### src/icache_pkg.sv
// ============================================================
// shared widths, bus structs and state enums of the i-cache
// blocks are 64 bits and hold two instructions; pc bit 2 picks one
// ============================================================
`default_nettype none

package icache_pkg;

    parameter int addr_w   = 32;
    parameter int inst_w   = 32;
    parameter int block_w  = 64;
    parameter int offset_w = 3;

    // read response codes, as on the bus
    typedef enum logic [1:0] {
        OKAY   = 2'b00,
        EXOKAY = 2'b01,
        SLVERR = 2'b10,
        DECERR = 2'b11
    } axi_resp_e;

    typedef struct packed {
        logic [addr_w-1:0] pc;
    } fetch_req_t;

    typedef struct packed {
        logic [inst_w-1:0] inst;
        logic              err;
    } fetch_rsp_t;

    typedef struct packed {
        logic [addr_w-1:0] addr;
    } mem_ar_t;

    typedef struct packed {
        logic [block_w-1:0] data;
        axi_resp_e          resp;
    } mem_r_t;

    // ok low means the block must not be cached
    typedef struct packed {
        logic [block_w-1:0] block;
        logic [addr_w-1:0]  addr;
        logic               ok;
    } refill_t;

    typedef enum logic [1:0] {
        MISS_IDLE,
        MISS_ADDR,
        MISS_DATA
    } miss_state_e;

    typedef enum logic [1:0] {
        CTRL_IDLE,
        CTRL_LOOKUP,
        CTRL_MISS,
        CTRL_RESP
    } ctrl_state_e;

endpackage

`default_nettype wire

### src/icache_miss_unit.sv
// ============================================================
// single-beat block read on the ar/r channels
// one miss at a time; refill_valid pulses in the r handshake cycle
// ============================================================
`timescale 1ns/1ps
`default_nettype none

module icache_miss_unit (
    input  wire logic                          clk,
    input  wire logic                          rst,
    input  wire logic                          miss_start,
    input  wire logic [icache_pkg::addr_w-1:0] miss_addr,
    output logic                               ar_valid,
    input  wire logic                          ar_ready,
    output icache_pkg::mem_ar_t                ar,
    input  wire logic                          r_valid,
    output logic                               r_ready,
    input  wire icache_pkg::mem_r_t            r,
    output logic                               refill_valid,
    output icache_pkg::refill_t                refill
);

    icache_pkg::miss_state_e state_q;
    icache_pkg::miss_state_e state_d;

    logic [icache_pkg::addr_w-1:0] addr_q;

    // ==========================================================
    // state machine
    always_comb begin
        state_d = state_q;
        unique case (state_q)
            icache_pkg::MISS_IDLE: begin
                if (miss_start) begin
                    state_d = icache_pkg::MISS_ADDR;
                end
            end
            icache_pkg::MISS_ADDR: begin
                if (ar_ready) begin
                    state_d = icache_pkg::MISS_DATA;
                end
            end
            icache_pkg::MISS_DATA: begin
                if (r_valid) begin
                    state_d = icache_pkg::MISS_IDLE;
                end
            end
            default: begin
                state_d = icache_pkg::MISS_IDLE;
            end
        endcase
    end

    always_ff @(posedge clk) begin
        if (rst) begin
            state_q <= icache_pkg::MISS_IDLE;
        end else begin
            state_q <= state_d;
        end
    end

    // block aligned, held stable until the r beat
    always_ff @(posedge clk) begin
        if (state_q == icache_pkg::MISS_IDLE && miss_start) begin
            addr_q <= {miss_addr[icache_pkg::addr_w-1:icache_pkg::offset_w],
                       {icache_pkg::offset_w{1'b0}}};
        end
    end

    // ==========================================================
    // bus outputs
    assign ar_valid = (state_q == icache_pkg::MISS_ADDR);
    assign ar.addr  = addr_q;
    assign r_ready  = (state_q == icache_pkg::MISS_DATA);

    assign refill_valid = r_valid && r_ready;
    assign refill.block = r.data;
    assign refill.addr  = addr_q;
    // anything but OKAY is passed on as an error and not cached
    assign refill.ok    = (r.resp == icache_pkg::OKAY);

endmodule

`default_nettype wire

### config.mk
export PLATFORM = sky130hd
export DESIGN_NAME = icache_miss_unit
export DESIGN_NICKNAME = d
export VERILOG_FILES = /design/src/icache_pkg.sv /design/src/icache_miss_unit.sv
export SDC_FILE = /design/constraint.sdc
export NUM_CORES = 1
export LEC_CHECK = 0
export ABC_AREA = 1
export BUFFER_PORTS_ARGS = -buffer_cell sky130_fd_sc_hd__buf_2
export CAP_MARGIN = 20
export CORE_AREA = 2 2 92 94
export CTS_CLUSTER_DIAMETER = 100
export CTS_CLUSTER_SIZE = 16
export DETAILED_ROUTE_END_ITERATION = 10
export DIE_AREA = 0 0 94 96
export GPL_TIMING_DRIVEN = 0
export HOLD_SLACK_MARGIN = 0.03
export SETUP_SLACK_MARGIN = 0.2
export SYNTH_ARGS = -nofsm -noshare
export SYNTH_HDL_FRONTEND = slang
export SYNTH_SLANG_ARGS = --single-unit
### constraint.sdc
create_clock -name clk -period 1.5 [get_ports clk]
set_input_delay 0.075 -clock clk [delete_from_list [all_inputs] [get_ports clk]]
set_output_delay 0.075 -clock clk [all_outputs]
set_load 0.005 [all_outputs]
### Word level (Yosys, flattened, before mapping)

Index checks and enable logic that the tools add are counted.

| cells by class | value |
|---|---|
| add/sub/neg operators | 0 |
| $mul | 0 |
| divide/modulo/power cells | 0 |
| $lt $le $gt $ge | 0 |
| equality and inequality tests | 5 |
| shift operators | 0 |
| muxes and demuxes | 4 |
| bitwise logic cells | 0 |
| reductions and logical operators | 5 |

Operator list:

| cell | count |
|---|---|
| 2-bit 2-to-1 mux | 3 |
| 2-bit one-hot mux with 3 select lines | 1 |
| 2-bit zero test | 2 |
| 2-bit inequality test, second input constant | 2 |
| 3-bit AND reduction | 1 |
| 2-bit by 1-bit equality test with 1-bit output, second input constant | 1 |
| 2-bit equality test, second input constant | 1 |
| 1-bit logical AND | 2 |
| 2-bit by 1-bit inequality test with 1-bit output, second input constant | 1 |

| word-level totals | value |
|---|---|
| register bits | 31 |
| latch bits | 0 |
| RAM bits | 0 |
| ROM bits | 0 |
| input port bits | 103 |
| logic and storage cells | 16 |
| memories | 0 |

### Logic depth before layout (Yosys ltp)

| logic depth | value |
|---|---|
| depth after elaboration | 3 |
| mapped depth | 5 |
| depth with buffers taken out | 5 |

### Worst setup path after synthesis

No wires, ideal clock.

| path | value |
|---|---|
| path type | register to register |
| from | register state_q[1] |
| to | register addr_q (netlist bit ar[10]) (enable) |
| library setup time | 0.384 ns |
| data arrival time | 1.106 ns |
| data required time | 1.116 ns |
| path slack | 0.011 ns |
| cell stages (with the launch flop) | 4 |
| path buffers | 0 |
| path through | dfxtp_1 > nor2_1 > nand2_1 > inv_1 |

| on the way | value |
|---|---|
| longest elaborated chain between the ends | 2 |

Ends and longest elaborated chain:

| element | line | RTL |
|---|---|---|
| start, declared | icache_miss_unit.sv:23 | `icache_pkg::miss_state_e state_q;` |
| start signal, assigned | icache_miss_unit.sv:56 | `state_q <= icache_pkg::MISS_IDLE;` |
| start signal, assigned | icache_miss_unit.sv:58 | `state_q <= state_d;` |
| 2-bit zero test | icache_miss_unit.sv:64 | `if (state_q == icache_pkg::MISS_IDLE && miss_start) begin` |
| 1-bit logical AND | icache_miss_unit.sv:64 |  |
| end signal, assigned | icache_miss_unit.sv:65 | `addr_q <= {miss_addr[icache_pkg::addr_w-1:icache_pkg::offset_w],` |
| end, declared | icache_miss_unit.sv:26 | `logic [icache_pkg::addr_w-1:0] addr_q;` |

Every way passes these cells.
A chain may end at the register's enable or synchronous reset.

### Worst setup path after layout

| path | value |
|---|---|
| from | register state_q[1] |
| to | register addr_q (netlist bit ar[28]) (enable) |

Same word-level chain as after synthesis.

==> metrics.yaml <==
outcome: "complete, no violations"
path_cells: "nor2_1 -> nand2_2 -> clkinvlp_4 -> buf_4"
cpMaxStageDelayCell: "dfxtp_2"
netlist_instances: 149
row_count: 33
synth_cell_type_count: 12
post_dp_cell_area_um2: 2700
tns_ns: 0
cp.buffers_inverters: 2
grt_pass1_vias: 1301
slew_viol_final: 0
synth_top_area_share: 0.500
syn_area_per_cell_um2: 11.7
cts_tree: "yes"
synthTopCellsByArea: "edfxtp_1 (50%), buf_4 (43%), dfxtp_1 (2.3%), inv_1 (1.3%), nor2_1 (0.86%)"
fin_crit_sh: 0.788
fin_crit_ns: 1.18
initial_core_util: 0.216
arrival_ns: 1.16
die_y_um: 96
wl_per_cell_um: 9.88
cts-htree-levels: 2
hp-class: "in2reg"
setup_viol_count_final: 0
clockRootBuffer: "clkbuf_8"
yosysSeqAreaShare: 0.523
grt_max_degree: 11
drc: 0
hold_violations: 0
postRouteAntennaNets: 0
drt-vias-per-instance: 3.45
synth-main-ff-cell: "edfxtp_1"
antenna_cells: 0
max_stage_delay_ns: 0.34
drive_gt1_frac: 0.777
final_nets: 461
grt_pass1_wl_um: 6040
max_freq_mhz: 846
ys_ff_latch: 31
synth_area_leader_cell: "edfxtp_1"
worstSetupPathType: "reg2reg"
ys_async_sr_fraction: 0
dr.pass1.iters: 4
clock_latency_ns: 0.27
grt_overflow: 0
utilization: 0.390
cp_top_family: "flip-flops"
ir_drop_uv: 376
fin_skew_ns: 0.00630
final_area_um2: 3140
syn2layout_area_growth_pct: 80.4
yosysMostFrequentCell: "buf_4"
synth_area_um2: 1740
cap_violations: 0
hold_ws_ns: 0.0641
critPathMaxFanout: 8
synthTopCellsByCount: "buf_4 (99), edfxtp_1 (29), inv_1 (6), nor2_1 (4), nand2_1 (3)"
cts.clk_slew.worst_paths_ns: 0.07
cp-start-kind: "flip-flop"
io_pins: 235
critical_path.endpoint_type: "flip-flop"
power_density_nw_per_um2: 736
die_w_um: 94
cts_made_buffers: 5
worstPathRequired_ns: 1.48
fp.coreArea_um2: 8050
ys_warn_count: 0
vias: 1601
power.leakage_nw: 1.68
clock_sink_count: 31
drt_iter0_drc: 20
dpl.hpwl_um: 3610
gp_congestion: 0.650
synth-edff-count: 29
wl_um: 4590
grt_use_total: 0.0878
port_buffers: 161
dieArea_um2: 9020
num-fill-cells: 821
rsz0062_at_grt: "no"
clock_path_buffers: 2
antenna_found_initial: 0
==> kinds of logic (layout without fill, tap and decap cells) <==
logic type / Yosys count / count (layout) / synth area share
buffers and inverters: 105 / 310 / 0.440
flip-flops: 31 / 31 / 0.523
AND/OR/NAND/NOR: 10 / 10 / 0.0287
AO/OA/AOI/OAI: 2 / 2 / 0.00647
other: 1 / 6 / 0.00215
==> state kept, by name, summed over array words and instances (netlist names) <==
signal / count
ar: 29
state_q: 2
==> layer usage <==
| metal | share of wire | vias up | GRT usage |
|---|---|---|---|
| met4 | 0.0079 | 0 | 0.0290 |
| met2 | 0.55 | 114 | 0.166 |
| met1 | 0.31 | 698 | 0.0903 |
| met5 | 0 | - | 0 |
| li1 | - | 784 | - |
| met3 | 0.12 | 5 | 0.0305 |
==> path summary, 6_finish.rpt <==
path	end	slack (ns)	depth (start not counted)	start
setup / recovery	ar[28]$_DFFE_PP_	0.32	4	state_q[1]$_SDFFE_PP0P_
hold / removal	state_q[0]$_SDFFE_PP0P_	0.06	4	ar_ready
setup reg to reg	ar[28]$_DFFE_PP_	0.32	4	state_q[1]$_SDFFE_PP0P_
hold reg to reg	state_q[0]$_SDFFE_PP0P_	0.56	3	state_q[1]$_SDFFE_PP0P_
==> timing repair <==
| action | 4_1_cts | 5_1_grt |
|---|---|---|
| hold endpoints to repair | 31 | 0 |
| hold buffers | 30 | 0 |
| resized for setup | 1 | 1 |
| endpoints found under the setup margin | 29 | 23 |
| cloned | 1 | 0 |
| buffers inserted | 5 | 0 |
==> placed cells by master, fill, tap and decap left out <==
cell type | synthesis | final
nor2_4 | 1 | 1
nor2_1 | 4 | 4
dfxtp_2 | 0 | 1
inv_1 | 6 | 5
dlygate4sd3_1 | 0 | 30
nor2_2 | 1 | 1
clkbuf_1 | 0 | 1
edfxtp_1 | 29 | 29
clkinvlp_4 | 0 | 2
a31oi_1 | 1 | 1
buf_4 | 99 | 104
a21oi_1 | 1 | 1
nand2_2 | 1 | 2
nand2_1 | 3 | 2
conb_1 | 1 | 6
clkbuf_8 | 0 | 6
buf_2 | 0 | 161
dfxtp_1 | 2 | 1
clkinv_2 | 0 | 1
==> power by group <==
group	total, W	internal (W)	switching [W]
Sequential	0.00104	0.00102	0.0000272
Clock	0.000678	0.000370	0.000308
Combinational	0.000591	0.000396	0.000195
Total	0.00231	0.00178	0.000530
==> final cells by class <==
cell class,count,area [um2],area share
timing repair buffer,196,1140,0.364
sequential,31,912,0.290
buffer,99,743,0.237
tap,105,131,0.0418
multi-input combinational,18,86.3,0.0275
clock buffer,7,86.3,0.0275
inverter,6,26.3,0.00836
timing repair inverter,1,7.51,0.00239
clock inverter,1,5.00,0.00159
==> worst min-delay path: stages <==
cell and delay [ns]:
buf_2 0.09, inv_1 0.03, nand2_1 0.05, a21oi_1 0.05
==> stage by stage <==
step / instances / power [W] / setup slack [ns]
after floorplan: 154 / 0.00133 / 0.207
after global placement: 420 / 0.00157 / -0.0567
after detailed placement: 420 / 0.00158 / -0.0631
after CTS: 464 / 0.00235 / 0.254
after global routing: 464 / 0.00245 / 0.219
final: 464 / 0.00231 / 0.318
(Power assumes the default switching activity.)
