`config.mk`:
```
export PLATFORM = sky130hd
export DESIGN_NAME = icache_fetch_ctrl
export DESIGN_NICKNAME = d
export VERILOG_FILES = /design/src/icache_pkg.sv /design/src/icache_fetch_ctrl.sv
export SDC_FILE = /design/constraint.sdc
export NUM_CORES = 1
export LEC_CHECK = 0
export BUFFER_PORTS_ARGS = -buffer_cell sky130_fd_sc_hd__buf_2
export CORE_AREA = 4 4 141 143
export DETAILED_ROUTE_END_ITERATION = 16
export DIE_AREA = 0 0 145 147
export SLEW_MARGIN = 20
export SYNTH_ARGS = -nofsm -noshare
export SYNTH_HDL_FRONTEND = slang
export SYNTH_SLANG_ARGS = --single-unit
```
`constraint.sdc`:
```
create_clock -name clk -period 2.21 [get_ports clk]
set_clock_uncertainty 0.2 [all_clocks]
set_input_delay 0.221 -clock clk [delete_from_list [all_inputs] [get_ports clk]]
set_output_delay 0.221 -clock clk [all_outputs]
set_load 0.02 [all_outputs]
```
`src/icache_pkg.sv`:
```
// ============================================================
// shared widths, bus structs and state enums of the i-cache
// blocks are 64 bits and hold two instructions; pc bit 2 picks one
// ============================================================
`default_nettype none

package icache_pkg;

    parameter int addr_w   = 32;
    parameter int inst_w   = 32;
    parameter int block_w  = 64;
    parameter int offset_w = 3;

    // read response codes, as on the bus
    typedef enum logic [1:0] {
        OKAY   = 2'b00,
        EXOKAY = 2'b01,
        SLVERR = 2'b10,
        DECERR = 2'b11
    } axi_resp_e;

    typedef struct packed {
        logic [addr_w-1:0] pc;
    } fetch_req_t;

    typedef struct packed {
        logic [inst_w-1:0] inst;
        logic              err;
    } fetch_rsp_t;

    typedef struct packed {
        logic [addr_w-1:0] addr;
    } mem_ar_t;

    typedef struct packed {
        logic [block_w-1:0] data;
        axi_resp_e          resp;
    } mem_r_t;

    // ok low means the block must not be cached
    typedef struct packed {
        logic [block_w-1:0] block;
        logic [addr_w-1:0]  addr;
        logic               ok;
    } refill_t;

    typedef enum logic [1:0] {
        MISS_IDLE,
        MISS_ADDR,
        MISS_DATA
    } miss_state_e;

    typedef enum logic [1:0] {
        CTRL_IDLE,
        CTRL_LOOKUP,
        CTRL_MISS,
        CTRL_RESP
    } ctrl_state_e;

endpackage

`default_nettype wire

```
`src/icache_fetch_ctrl.sv`:
```
// ============================================================
// core side sequencing: accept, lookup, miss or response
// one request in flight; the core must take rsp when rsp_valid
// is high, there is no back-pressure
// ============================================================
`timescale 1ns/1ps
`default_nettype none

module icache_fetch_ctrl (
    input  wire logic                           clk,
    input  wire logic                           rst,
    input  wire logic                           req_valid,
    output logic                                req_ready,
    input  wire icache_pkg::fetch_req_t         req,
    input  wire logic                           flush,
    output logic                                rsp_valid,
    output icache_pkg::fetch_rsp_t              rsp,
    output logic                                lookup_valid,
    output logic      [icache_pkg::addr_w-1:0]  lookup_addr,
    input  wire logic                           hit,
    input  wire logic                           hit_way,
    input  wire logic [icache_pkg::block_w-1:0] way0_block,
    input  wire logic [icache_pkg::block_w-1:0] way1_block,
    output logic                                miss_start,
    output logic      [icache_pkg::addr_w-1:0]  miss_addr,
    input  wire logic                           refill_valid,
    input  wire icache_pkg::refill_t            refill
);

    icache_pkg::ctrl_state_e state_q;
    icache_pkg::ctrl_state_e state_d;

    logic [icache_pkg::addr_w-1:0]  pc_q;
    logic                           cancel_q;
    logic                           accept;
    logic                           flush_live;
    logic [icache_pkg::block_w-1:0] hit_block;
    logic                           rsp_hit;
    logic                           rsp_fill;

    function automatic logic [icache_pkg::inst_w-1:0] sel_word(
        input logic [icache_pkg::block_w-1:0] block,
        input logic                           upper
    );
        return upper ? block[icache_pkg::block_w-1 -: icache_pkg::inst_w]
                     : block[icache_pkg::inst_w-1:0];
    endfunction

    assign req_ready    = (state_q == icache_pkg::CTRL_IDLE);
    assign accept       = req_valid && req_ready;
    assign lookup_valid = accept;
    assign lookup_addr  = req.pc;

    assign flush_live = flush && (state_q == icache_pkg::CTRL_LOOKUP ||
                                  state_q == icache_pkg::CTRL_MISS);
    assign miss_start = (state_q == icache_pkg::CTRL_LOOKUP) && !hit;
    assign miss_addr  = pc_q;
    assign hit_block  = hit_way ? way1_block : way0_block;

    // a flush in the refill cycle still cancels
    assign rsp_hit  = (state_q == icache_pkg::CTRL_RESP) && !cancel_q;
    assign rsp_fill = (state_q == icache_pkg::CTRL_MISS) && refill_valid
                      && !(cancel_q || flush);

    always_comb begin
        state_d = state_q;
        unique case (state_q)
            icache_pkg::CTRL_IDLE:   if (accept) state_d = icache_pkg::CTRL_LOOKUP;
            icache_pkg::CTRL_LOOKUP: state_d = hit ? icache_pkg::CTRL_RESP
                                                   : icache_pkg::CTRL_MISS;
            icache_pkg::CTRL_MISS:   if (refill_valid) state_d = icache_pkg::CTRL_IDLE;
            default:                 state_d = icache_pkg::CTRL_IDLE;
        endcase
    end

    always_ff @(posedge clk) begin
        if (rst) begin
            state_q   <= icache_pkg::CTRL_IDLE;
            cancel_q  <= 1'b0;
            rsp_valid <= 1'b0;
        end else begin
            state_q   <= state_d;
            rsp_valid <= rsp_hit || rsp_fill;
            if (accept) begin
                cancel_q <= 1'b0;
            end else if (flush_live) begin
                cancel_q <= 1'b1;
            end
        end
    end

    // pc and response payload
    always_ff @(posedge clk) begin
        if (accept) begin
            pc_q <= req.pc;
        end
        if (rsp_hit) begin
            rsp.inst <= sel_word(hit_block, pc_q[2]);
            rsp.err  <= 1'b0;
        end else if (rsp_fill) begin
            rsp.inst <= sel_word(refill.block, pc_q[2]);
            rsp.err  <= !refill.ok;
        end
    end

endmodule

`default_nettype wire

```
Word-level counts from Yosys, hierarchy flattened
Cells that the tools add are included.
- add/subtract/negate cells: 0
- multipliers: 0
- divide/modulo/power cells: 0
- order comparisons: 0
- eq/ne operators: 5
- shift operators: 0
- mux-type cells: 9
- bitwise logic cells: 0
- reductions and logical operators: 17
- operators with widths (kind ; count):
    $mux W33 ; 2
    $mux W32 ; 2
    $mux W64 ; 1
    $logic_and A1 B1 Y1 ; 6
    $pmux W2 S3 ; 1
    $eq A2 B2 Y1 const B ; 2
    $logic_not A1 Y1 ; 4
    $mux W2 ; 2
    $logic_or A1 B1 Y1 ; 3
    $eq A2 B1 Y1 const B ; 1
    $logic_not A2 Y1 ; 1
    $ne A2 B1 Y1 const B ; 1
    $ne A2 B2 Y1 const B ; 1
    $reduce_and A2 Y1 ; 1
    $reduce_bool A2 Y1 ; 1
    $reduce_or A2 Y1 ; 1
    $mux W1 ; 1
- register bits: 69
- bits in latches: 0
- bits in writable memories: 0
- ROM bits: 0
- bits of input ports: 264
- output and inout port bits: 101
- memories: 0

Longest topological paths before layout
Gate-level depths: netlist of run 1.
- word-level depth: 5
- mapped depth: 6
- mapped depth without buffers: 5

Worst setup path before layout of run 1
No wires, ideal clock.
- kind: register to register
- start point: register state_q[1]
- end point: register pc_q, in the netlist miss_addr[0] (enable)
- setup time: 0.399 ns
- arrival: 1.724 ns
- required time: 1.611 ns
- path slack: -0.113 ns
- stages on the path, launching flop included: 4
- buffers on the path: 0
- cells stage by stage: dfxtp_1 inv_1 ha_1 and2_1
- word-level cells in the longest chain between the ends: 2
- RTL lines (item ; RTL line ; RTL):
    from (decl) ; icache_fetch_ctrl.sv:30 ; icache_pkg::ctrl_state_e state_q;
    from (signal assigned) ; icache_fetch_ctrl.sv:78 ; state_q <= icache_pkg::CTRL_IDLE;
    from (signal assigned) ; icache_fetch_ctrl.sv:82 ; state_q <= state_d;
    $logic_not A2 Y1 ; icache_fetch_ctrl.sv:49 ; assign req_ready = (state_q == icache_pkg::CTRL_IDLE);
    via req_ready ; icache_fetch_ctrl.sv:13 ; output logic req_ready,
    $logic_and A1 B1 Y1 ; icache_fetch_ctrl.sv:50 ; assign accept = req_valid && req_ready;
    via lookup_valid ; icache_fetch_ctrl.sv:18 ; output logic lookup_valid,
    to (signal assigned) ; icache_fetch_ctrl.sv:95 ; pc_q <= req.pc;
    to (decl) ; icache_fetch_ctrl.sv:33 ; logic [icache_pkg::addr_w-1:0] pc_q;
The timed path passes the listed nets, and every way through them passes these cells.
A chain may end at the register's enable or synchronous reset.

Final worst setup path of run 1
- start point: register state_q[1]
- end point: output port lookup_valid
- word-level cells in the longest chain between the ends: 2
- RTL lines (item ; RTL line):
    $logic_not A2 Y1 ; icache_fetch_ctrl.sv:49
    $logic_and A1 B1 Y1 ; icache_fetch_ctrl.sv:50
    to (decl) ; icache_fetch_ctrl.sv:18
Every way passes these cells.

==> results_tabular.tex, run 1 <==
\begin{tabular}{lr}
\hline
Metric & Value \\
\hline
\multicolumn{2}{l}{\textbf{Critical path}} \\
WP buf/inv & 2 \\
Arrival time reported for the critical path endpoint & 1.66 ns \\
Kind of end point of the critical path & output port \\
Critical-path maximum fanout & 16 \\
Cell family with the largest share of critical-path delay & simple AND/OR/NAND/NOR gates \\
Worst R2R End & rsp[22]\$\_DFFE\_PP\_ \\
Slowest-stage cell, CP & and2\_2 \\
Worst path cell trace & inv\_1 > ha\_1 > and2\_2 > buf\_2 \\
Worst-case reg-to-reg path depth & 6 \\
Launch instance of the worst register-to-register path & state\_q[0]\$\_SDFFE\_PP0P\_ \\
Worst setup endpoint & lookup\_valid \\
Type of element launching the critical path & register \\
Crit path launch & state\_q[1]\$\_SDFFE\_PP0P\_ \\
Setup slack on the worst flop-to-flop path & 0.22 ns \\
WS Path Type & register to output port \\
Number of cells on the critical path & 4 \\
Critical Path RT & 1.79 ns \\
Crit-path max cell delay & 0.41 ns \\
\multicolumn{2}{l}{\textbf{Power and ir drop}} \\
Cell-internal power & 0.00312 W \\
Areal power density over the cells & 678 nW/um\^{}2 \\
Net Sw Frac & 29.0\% \\
Combinational fraction of design power & between 20\% and 30\% \\
Clock network power share & 36.8\% \\
Lkg Pwr & 3.11 nW \\
Part of the total power dissipated in sequential elements & 37.5\% \\
Peak supply drop & 0.314 mV \\
PnR Total Power & 0.00440 W \\
Net switching power & 0.00128 W \\
\multicolumn{2}{l}{\textbf{Cells and area}} \\
Number of diodes added for antenna fixing & 0 \\
Proportion of layout cells with a drive suffix above 1 & 60.3\% \\
Growth of design area from synthesis to finish & 58.7\% \\
Multi-input logic area & approximately 1700 um\^{}2 \\
Layout filler cell count & between 1500 and 2000 \\
Reg area & 2020 um\^{}2 \\
Final nets & approximately 920 \\
Post-layout instance count excluding filler cells & 886 \\
Design Area, Final & 6490 um\^{}2 \\
\multicolumn{2}{l}{\textbf{Global route}} \\
Number of global-route vias before repair & 4084 \\
Number of antenna violations at the first check in global routing & 0 \\
Global-route wire length before repair & around 22000 um \\
Gr usage total & 13.1\% \\
Total congestion overflow & 0 \\
Pin count of the biggest net entering global routing & 33 \\
\multicolumn{2}{l}{\textbf{Logic synthesis}} \\
Leading post-synthesis cells by cell area & edfxtp\_1, mux2i\_1, o221ai\_1, mux2\_4, buf\_4 \\
Gate Count Post-Synth & 310 \\
Syn nets & 579 \\
Flip-flop and latch count after synthesis & between 60 and 70 \\
Post-synthesis sequential area ratio & roughly half \\
Mean cell area of the mapped netlist & 13.2 um\^{}2 \\
Fraction of synthesized cell area taken by the top area cell type & 47.0\% \\
Total number of yosys warnings & 0 \\
Largest area contributor in the netlist & edfxtp\_1 \\
Leading register cell type out of synthesis & edfxtp\_1 \\
Post-synth EDFFs & 64 \\
Top post-synthesis cells by count & edfxtp\_1, mux2i\_1, buf\_4, nand2\_1, o221ai\_1 \\
Post-synthesis cell type count & 29 \\
Share of async-settable or async-resettable flops after synthesis & 0\% \\
Post-synthesis instance area & 4090 um\^{}2 \\
\multicolumn{2}{l}{\textbf{Outcome}} \\
Outcome & finished clean \\
\multicolumn{2}{l}{\textbf{Detailed routing}} \\
Average vias per placed instance & between 4 and 5 \\
Drc violations & 0 \\
Residual antenna-violating net count after detailed routing & 0 \\
Total Routed Length & 14500 um \\
Overall via count from detail\_route & 3777 \\
Detailed router's first-iteration violation count & 139 \\
First-pass iteration count of the detailed router & 4 \\
Wirelength per Cell & 16.3 um \\
\multicolumn{2}{l}{\textbf{Floorplanning}} \\
Core Box Area & 18600 um\^{}2 \\
Row count & 50 \\
Die area & 21300 um\^{}2 \\
IO Pins & between 300 and 400 \\
Chip height & 147 um \\
Initial standard-cell utilization of the core & 22.0\% \\
Horizontal die dimension & 145 um \\
\multicolumn{2}{l}{\textbf{Placed design}} \\
Pre-CTS setup slack & 0.192 ns \\
Placed Instances & 836 \\
Final estimated routing congestion in global placement & between 0.7 and 0.8 \\
Port bufs & about 330 \\
Placed cell areas & 5820 um\^{}2 \\
HPWL after DPL & 11200 um \\
\multicolumn{2}{l}{\textbf{STA}} \\
Final clock period utilization by the worst path & 94.0\% \\
RSZ-0062 raised after global routing & no \\
Max-slew violations & 0 \\
Hold Violations, Final & 0 \\
Tmin final & 2.08 ns \\
Setup slack of the critical path after layout & about 0.13 ns \\
Final setup violation count & 0 \\
Worst relative slew slack & 73.9\% \\
Worst-Margin Slew & about 0.39 ns \\
Post-route setup TNS & 0 ns \\
Upper clock frequency limit & 0.482 GHz \\
\multicolumn{2}{l}{\textbf{Clock tree}} \\
Number of buffers on the longest clock path & 2 \\
Number of clock buffers inserted by TritonCTS & 9 \\
Clock net sink count & 69 \\
Clock Latency Late Sink & around 0.33 ns \\
Depth of the CTS H-tree & 3 \\
Clock transition at path regs & approximately 0.060 ns \\
CTS root buffer & clkbuf\_16 \\
CTS tree & built \\
Post-CTS repair timing setup buffer count & 0 \\
\multicolumn{2}{l}{\textbf{Run}} \\
Maximum capacitance violations & 0 \\
\multicolumn{2}{l}{\textbf{Hold path}} \\
Type of the worst min-delay path & input pin to register \\
Number of cells on the worst hold path & 3 \\
\hline
\end{tabular}
==> area by class of cell <==
cell class                 instances  share of cell area [%]
inverter                           3                   0.174
sequential                        69                    31.2
multi-input combinational        186                    25.8
clock buffer                       9                    3.47
tap                              234                    4.51
clock inverter                     7                    1.64
timing repair buffer             378                    33.2
==> flip-flops by register name (all words and copies together), names as in the netlist <==
name / count
state_q: 2
miss_addr: 32
rsp_valid: 1
cancel_q: 1
rsp: 33
==> placed cells by master, fill, tap and decap left out, drive strengths merged, types with 2 or more instances in the layout <==
cell / n
a21oi: 4
buf: 344
bufinv: 2
clkbuf: 9
clkinv: 2
dfxtp: 5
dlygate4sd3: 34
edfxtp: 64
ha: 5
inv: 6
mux2: 32
mux2i: 64
nand2: 33
nand2b: 2
nor2: 2
nor3: 2
o221ai: 32
==> worst min-delay path, cell delays in order <==
cell and delay, ns:
buf_2 0.07, mux2i_1 0.06, o221ai_2 0.12
==> cell families (layout without fill, tap and decap cells) <==
family	count (synthesis)	in the layout	synth area share (%)
mux	96	96	26.0
flops	69	69	49.5
buf+inv	55	397	9.64
simple gates	45	45	5.05
compound gates	40	40	8.26
fa+ha+maj	5	5	1.53
==> timing repair <==
action | 4_1_cts | 5_1_grt
hold endpoints to repair | 36 | 0
hold buffers | 34 | 0
resized for setup | 0 | 0
==> worst min path at each step <==
stage,start,to,slack [ns]
2_1_floorplan,rst,state_q[1]$_SDFFE_PP0P_,0.09
3_3_place_gp,req[18],miss_addr[18]$_DFFE_PP_,0.21
3_5_place_dp,req[18],miss_addr[18]$_DFFE_PP_,0.21
4_1_cts,refill[63],rsp[31]$_DFFE_PP_,0.03
5_1_grt,hit,state_q[0]$_SDFFE_PP0P_,0.06
6_report,refill[63],rsp[31]$_DFFE_PP_,0.04
==> metrics by stage <==
step	hold WS, ns	util, %
after floorplan	0.0901	-
after global placement	0.209	31.3
after detailed placement	0.212	31.3
after CTS	0.0326	34.9
after global routing	0.0551	34.9
final	0.0443	34.9
==> power groups by stage <==
stage / clock network [W] / registers, W / logic, W
3_3_place_gp: 0 / 0.00167 / 0.00110
4_1_cts: 0.00169 / 0.00165 / 0.00115
5_1_grt: 0.00173 / 0.00166 / 0.00123
2_1_floorplan: 0 / 0.00182 / 0.000498
6_report: 0.00162 / 0.00165 / 0.00113
3_5_place_dp: 0 / 0.00168 / 0.00110
==> layer usage <==
| metal | vias up | track usage [%] | share of wire (%) |
|---|---|---|---|
| met5 | - | 0 | 0 |
| met4 | 0 | 5.65 | 2.9 |
| met3 | 27 | 4.38 | 9.8 |
| met2 | 227 | 24.1 | 51 |
| met1 | 1683 | 13.7 | 36 |
| li1 | 1840 | - | - |
(Power assumes the default switching activity.)
==> run 2, diff against run 1 <==
--- a/config.mk
+++ b/config.mk
@@ -9,7 +9,8 @@
 export CORE_AREA = 4 4 141 143
 export DETAILED_ROUTE_END_ITERATION = 16
 export DIE_AREA = 0 0 145 147
-export SLEW_MARGIN = 20
+export RECOVER_POWER = 100
+export SLEW_MARGIN = 10
 export SYNTH_ARGS = -nofsm -noshare
 export SYNTH_HDL_FRONTEND = slang
 export SYNTH_SLANG_ARGS = --single-unit
==> results_tabular.tex, run 2 (synthesis gave the netlist of run 1 again) <==
\begin{tabular}{lr}
\hline
Metric & Value \\
\hline
\multicolumn{2}{l}{\textbf{Global route}} \\
Number of antenna violations at the first check in global routing & 0 (unchanged) \\
Pin count of the biggest net entering global routing & 33 (unchanged) \\
Global-route wire length before repair & 21900 um (unchanged) \\
Number of global-route vias before repair & 4084 (unchanged) \\
Total congestion overflow & 0 (unchanged) \\
Gr usage total & 13.1\% (unchanged) \\
\multicolumn{2}{l}{\textbf{Floorplanning}} \\
Die area & 21300 um\^{}2 (unchanged) \\
Chip height & 147 um (unchanged) \\
Core Box Area & 18600 um\^{}2 (unchanged) \\
Horizontal die dimension & 145 um (unchanged) \\
Row count & 50 (unchanged) \\
IO Pins & 365 (unchanged) \\
Initial standard-cell utilization of the core & 22.0\% (unchanged) \\
\multicolumn{2}{l}{\textbf{STA}} \\
RSZ-0062 raised after global routing & no \\
Worst-Margin Slew & 0.412 ns (+0.0212 ns) \\
Final clock period utilization by the worst path & 93.1\% (-0.84 points) \\
Final setup violation count & 0 (unchanged) \\
Upper clock frequency limit & 0.486 GHz (+0.90\%) \\
Max-slew violations & 0 (unchanged) \\
Tmin final & 2.06 ns (-0.0185 ns) \\
Worst relative slew slack & 72.5\% (-1.4 points) \\
Post-route setup TNS & 0 ns (unchanged) \\
Hold Violations, Final & 0 (unchanged) \\
\multicolumn{2}{l}{\textbf{Cells and area}} \\
Layout filler cell count & 1970 (+3.4\%) \\
Flip-flop count of the largest register after layout & 33 (unchanged) \\
Final nets & 916 (unchanged) \\
Commonest cells after routing, fill and taps aside & buf\_2, clkbuf\_1, mux2i\_1, edfxtp\_1, dlygate4sd3\_1 \\
Design Area, Final & 6310 um\^{}2 (-2.8\%) \\
Proportion of layout cells with a drive suffix above 1 & 41.4\% (-19 points) \\
Number of diodes added for antenna fixing & 0 (unchanged) \\
Commonest non-fill, non-tap cell in the layout & buf\_2 \\
Growth of design area from synthesis to finish & 54.3\% \\
Most flop-heavy register & rsp \\
\multicolumn{2}{l}{\textbf{Critical path}} \\
Slowest-stage cell, CP & buf\_2 \\
Crit-path max cell delay & 0.45 ns (+0.04 ns) \\
Worst path cell trace & inv\_1 > ha\_1 > and2\_2 > buf\_2 \\
Cell family with the largest share of critical-path delay & buffers and inverters \\
Critical Path RT & 2.00 ns (+0.21 ns) \\
WS Path Type & register to register \\
Kind of end point of the critical path & register \\
Arrival time reported for the critical path endpoint & 1.84 ns (+0.18 ns) \\
WP buf/inv & 2 (unchanged) \\
Setup slack on the worst flop-to-flop path & 0.15 ns (-0.07 ns) \\
Critical-path maximum fanout & 19 (+3) \\
Type of element launching the critical path & register \\
\multicolumn{2}{l}{\textbf{Detailed routing}} \\
Overall via count from detail\_route & 3767 (-0.26\%) \\
Total Routed Length & 14500 um (+0.58\%) \\
Met2 Routed Length & 7410 um (+0.35\%) \\
First-pass iteration count of the detailed router & 4 (unchanged) \\
Wirelength per Cell & 16.4 um (+0.58\%) \\
Routed met3 length & 1370 um (-3.5\%) \\
Top metal layer carrying routed signals & met4 \\
Detailed router's first-iteration violation count & 141 (+1.4\%) \\
Wire length on met1 & 5370 um (+2.7\%) \\
Drc violations & 0 (unchanged) \\
Residual antenna-violating net count after detailed routing & 0 (unchanged) \\
Average vias per placed instance & 4.25 (-0.26\%) \\
\multicolumn{2}{l}{\textbf{Clock tree}} \\
Count of hold buffers inserted by post-cts repair & 34 (unchanged) \\
Post-CTS repair timing setup buffer count & 0 (unchanged) \\
CTS tree & built \\
Number of clock buffers inserted by TritonCTS & 9 (unchanged) \\
Clock transition at path regs & 0.07 ns (about the same) \\
Clock Latency Late Sink & 0.33 ns (about the same) \\
Post-cts sizing count & 0 (unchanged) \\
Depth of the CTS H-tree & 3 (unchanged) \\
CTS root buffer & clkbuf\_16 \\
Number of buffers on the longest clock path & 2 (unchanged) \\
Clock net sink count & 69 (unchanged) \\
\multicolumn{2}{l}{\textbf{Power and ir drop}} \\
Areal power density over the cells & 688 nW/um\^{}2 (+1.6\%) \\
Lkg Pwr & 2.76 nW (-11\%) \\
Peak supply drop & 0.314 mV (about the same) \\
\multicolumn{2}{l}{\textbf{Outcome}} \\
Outcome & finished clean \\
\multicolumn{2}{l}{\textbf{Placed design}} \\
Final estimated routing congestion in global placement & 0.741 (unchanged) \\
Placed cell areas & 5820 um\^{}2 (unchanged) \\
HPWL after DPL & 11200 um (unchanged) \\
Port bufs & 332 (unchanged) \\
\multicolumn{2}{l}{\textbf{Hold path}} \\
Type of the worst min-delay path & input pin to register \\
\multicolumn{2}{l}{\textbf{Run}} \\
Maximum capacitance violations & 0 (unchanged) \\
\hline
\end{tabular}
run 2: cell types whose count changed in the layout (fill, tap and decap cells not counted):
cell	change
buf_12	-2
buf_2	-125
buf_4	-2
buf_6	+1
clkbuf_1	+122
clkbuf_2	+5
clkbuf_4	+1
clkinv_1	+1
inv_2	-1
run 2: per-stage QoR:
stage | setup slack, ns | hold WS [ns] | utilization (%) | power (W) | std cells
floorplan | 0.138 | 0.0901 | - | 0.00232 | 310
global placement | 0.249 | 0.209 | 31.3 | 0.00277 | 836
detailed placement | 0.192 | 0.212 | 31.3 | 0.00278 | 836
CTS | 0.0946 | 0.0326 | 34.9 | 0.00449 | 886
global route | 0.0183 | 0.0551 | 34.0 | 0.00456 | 886
finish | 0.152 | 0.0439 | 34.0 | 0.00434 | 886
run 2: tightest hold or removal path, stage by stage:
cell and delay [ns]:
buf_2 0.07, mux2i_1 0.06, o221ai_2 0.12
run 2: worst paths after layout:
check,start,end,depth (start not counted)
max,state_q[1]$_SDFFE_PP0P_,miss_addr[26]$_DFFE_PP_,4
min,refill[63],rsp[31]$_DFFE_PP_,3
max reg2reg,state_q[1]$_SDFFE_PP0P_,miss_addr[26]$_DFFE_PP_,4
min reg2reg,rsp[0]$_SDFFE_PP0P_,rsp[0]$_SDFFE_PP0P_,1
run 2: report_power, final:
group	switching, W	internal, W	total, W	leakage, nW
registers	0.0000536	0.00160	0.00165	0.644
clock network	0.000614	0.00101	0.00162	0.163
logic	0.000618	0.000452	0.00107	1.95
run 2: area by class of cell:
type	instances	area, um^2	share of cell area (%)
sequential	69	2020	32.1
clock inverter	7	106	1.69
multi-input combinational	186	1670	26.5
clock buffer	9	225	3.57
timing repair buffer	378	1980	31.4
inverter	3	11.3	0.179
tap	234	293	4.64
run 2: per-layer routing:
layer,track usage (%),up-vias
met1,13.7,1690
met5,0,-
li1,-,1840
met3,4.38,23
met4,5.65,0
met2,24.1,214
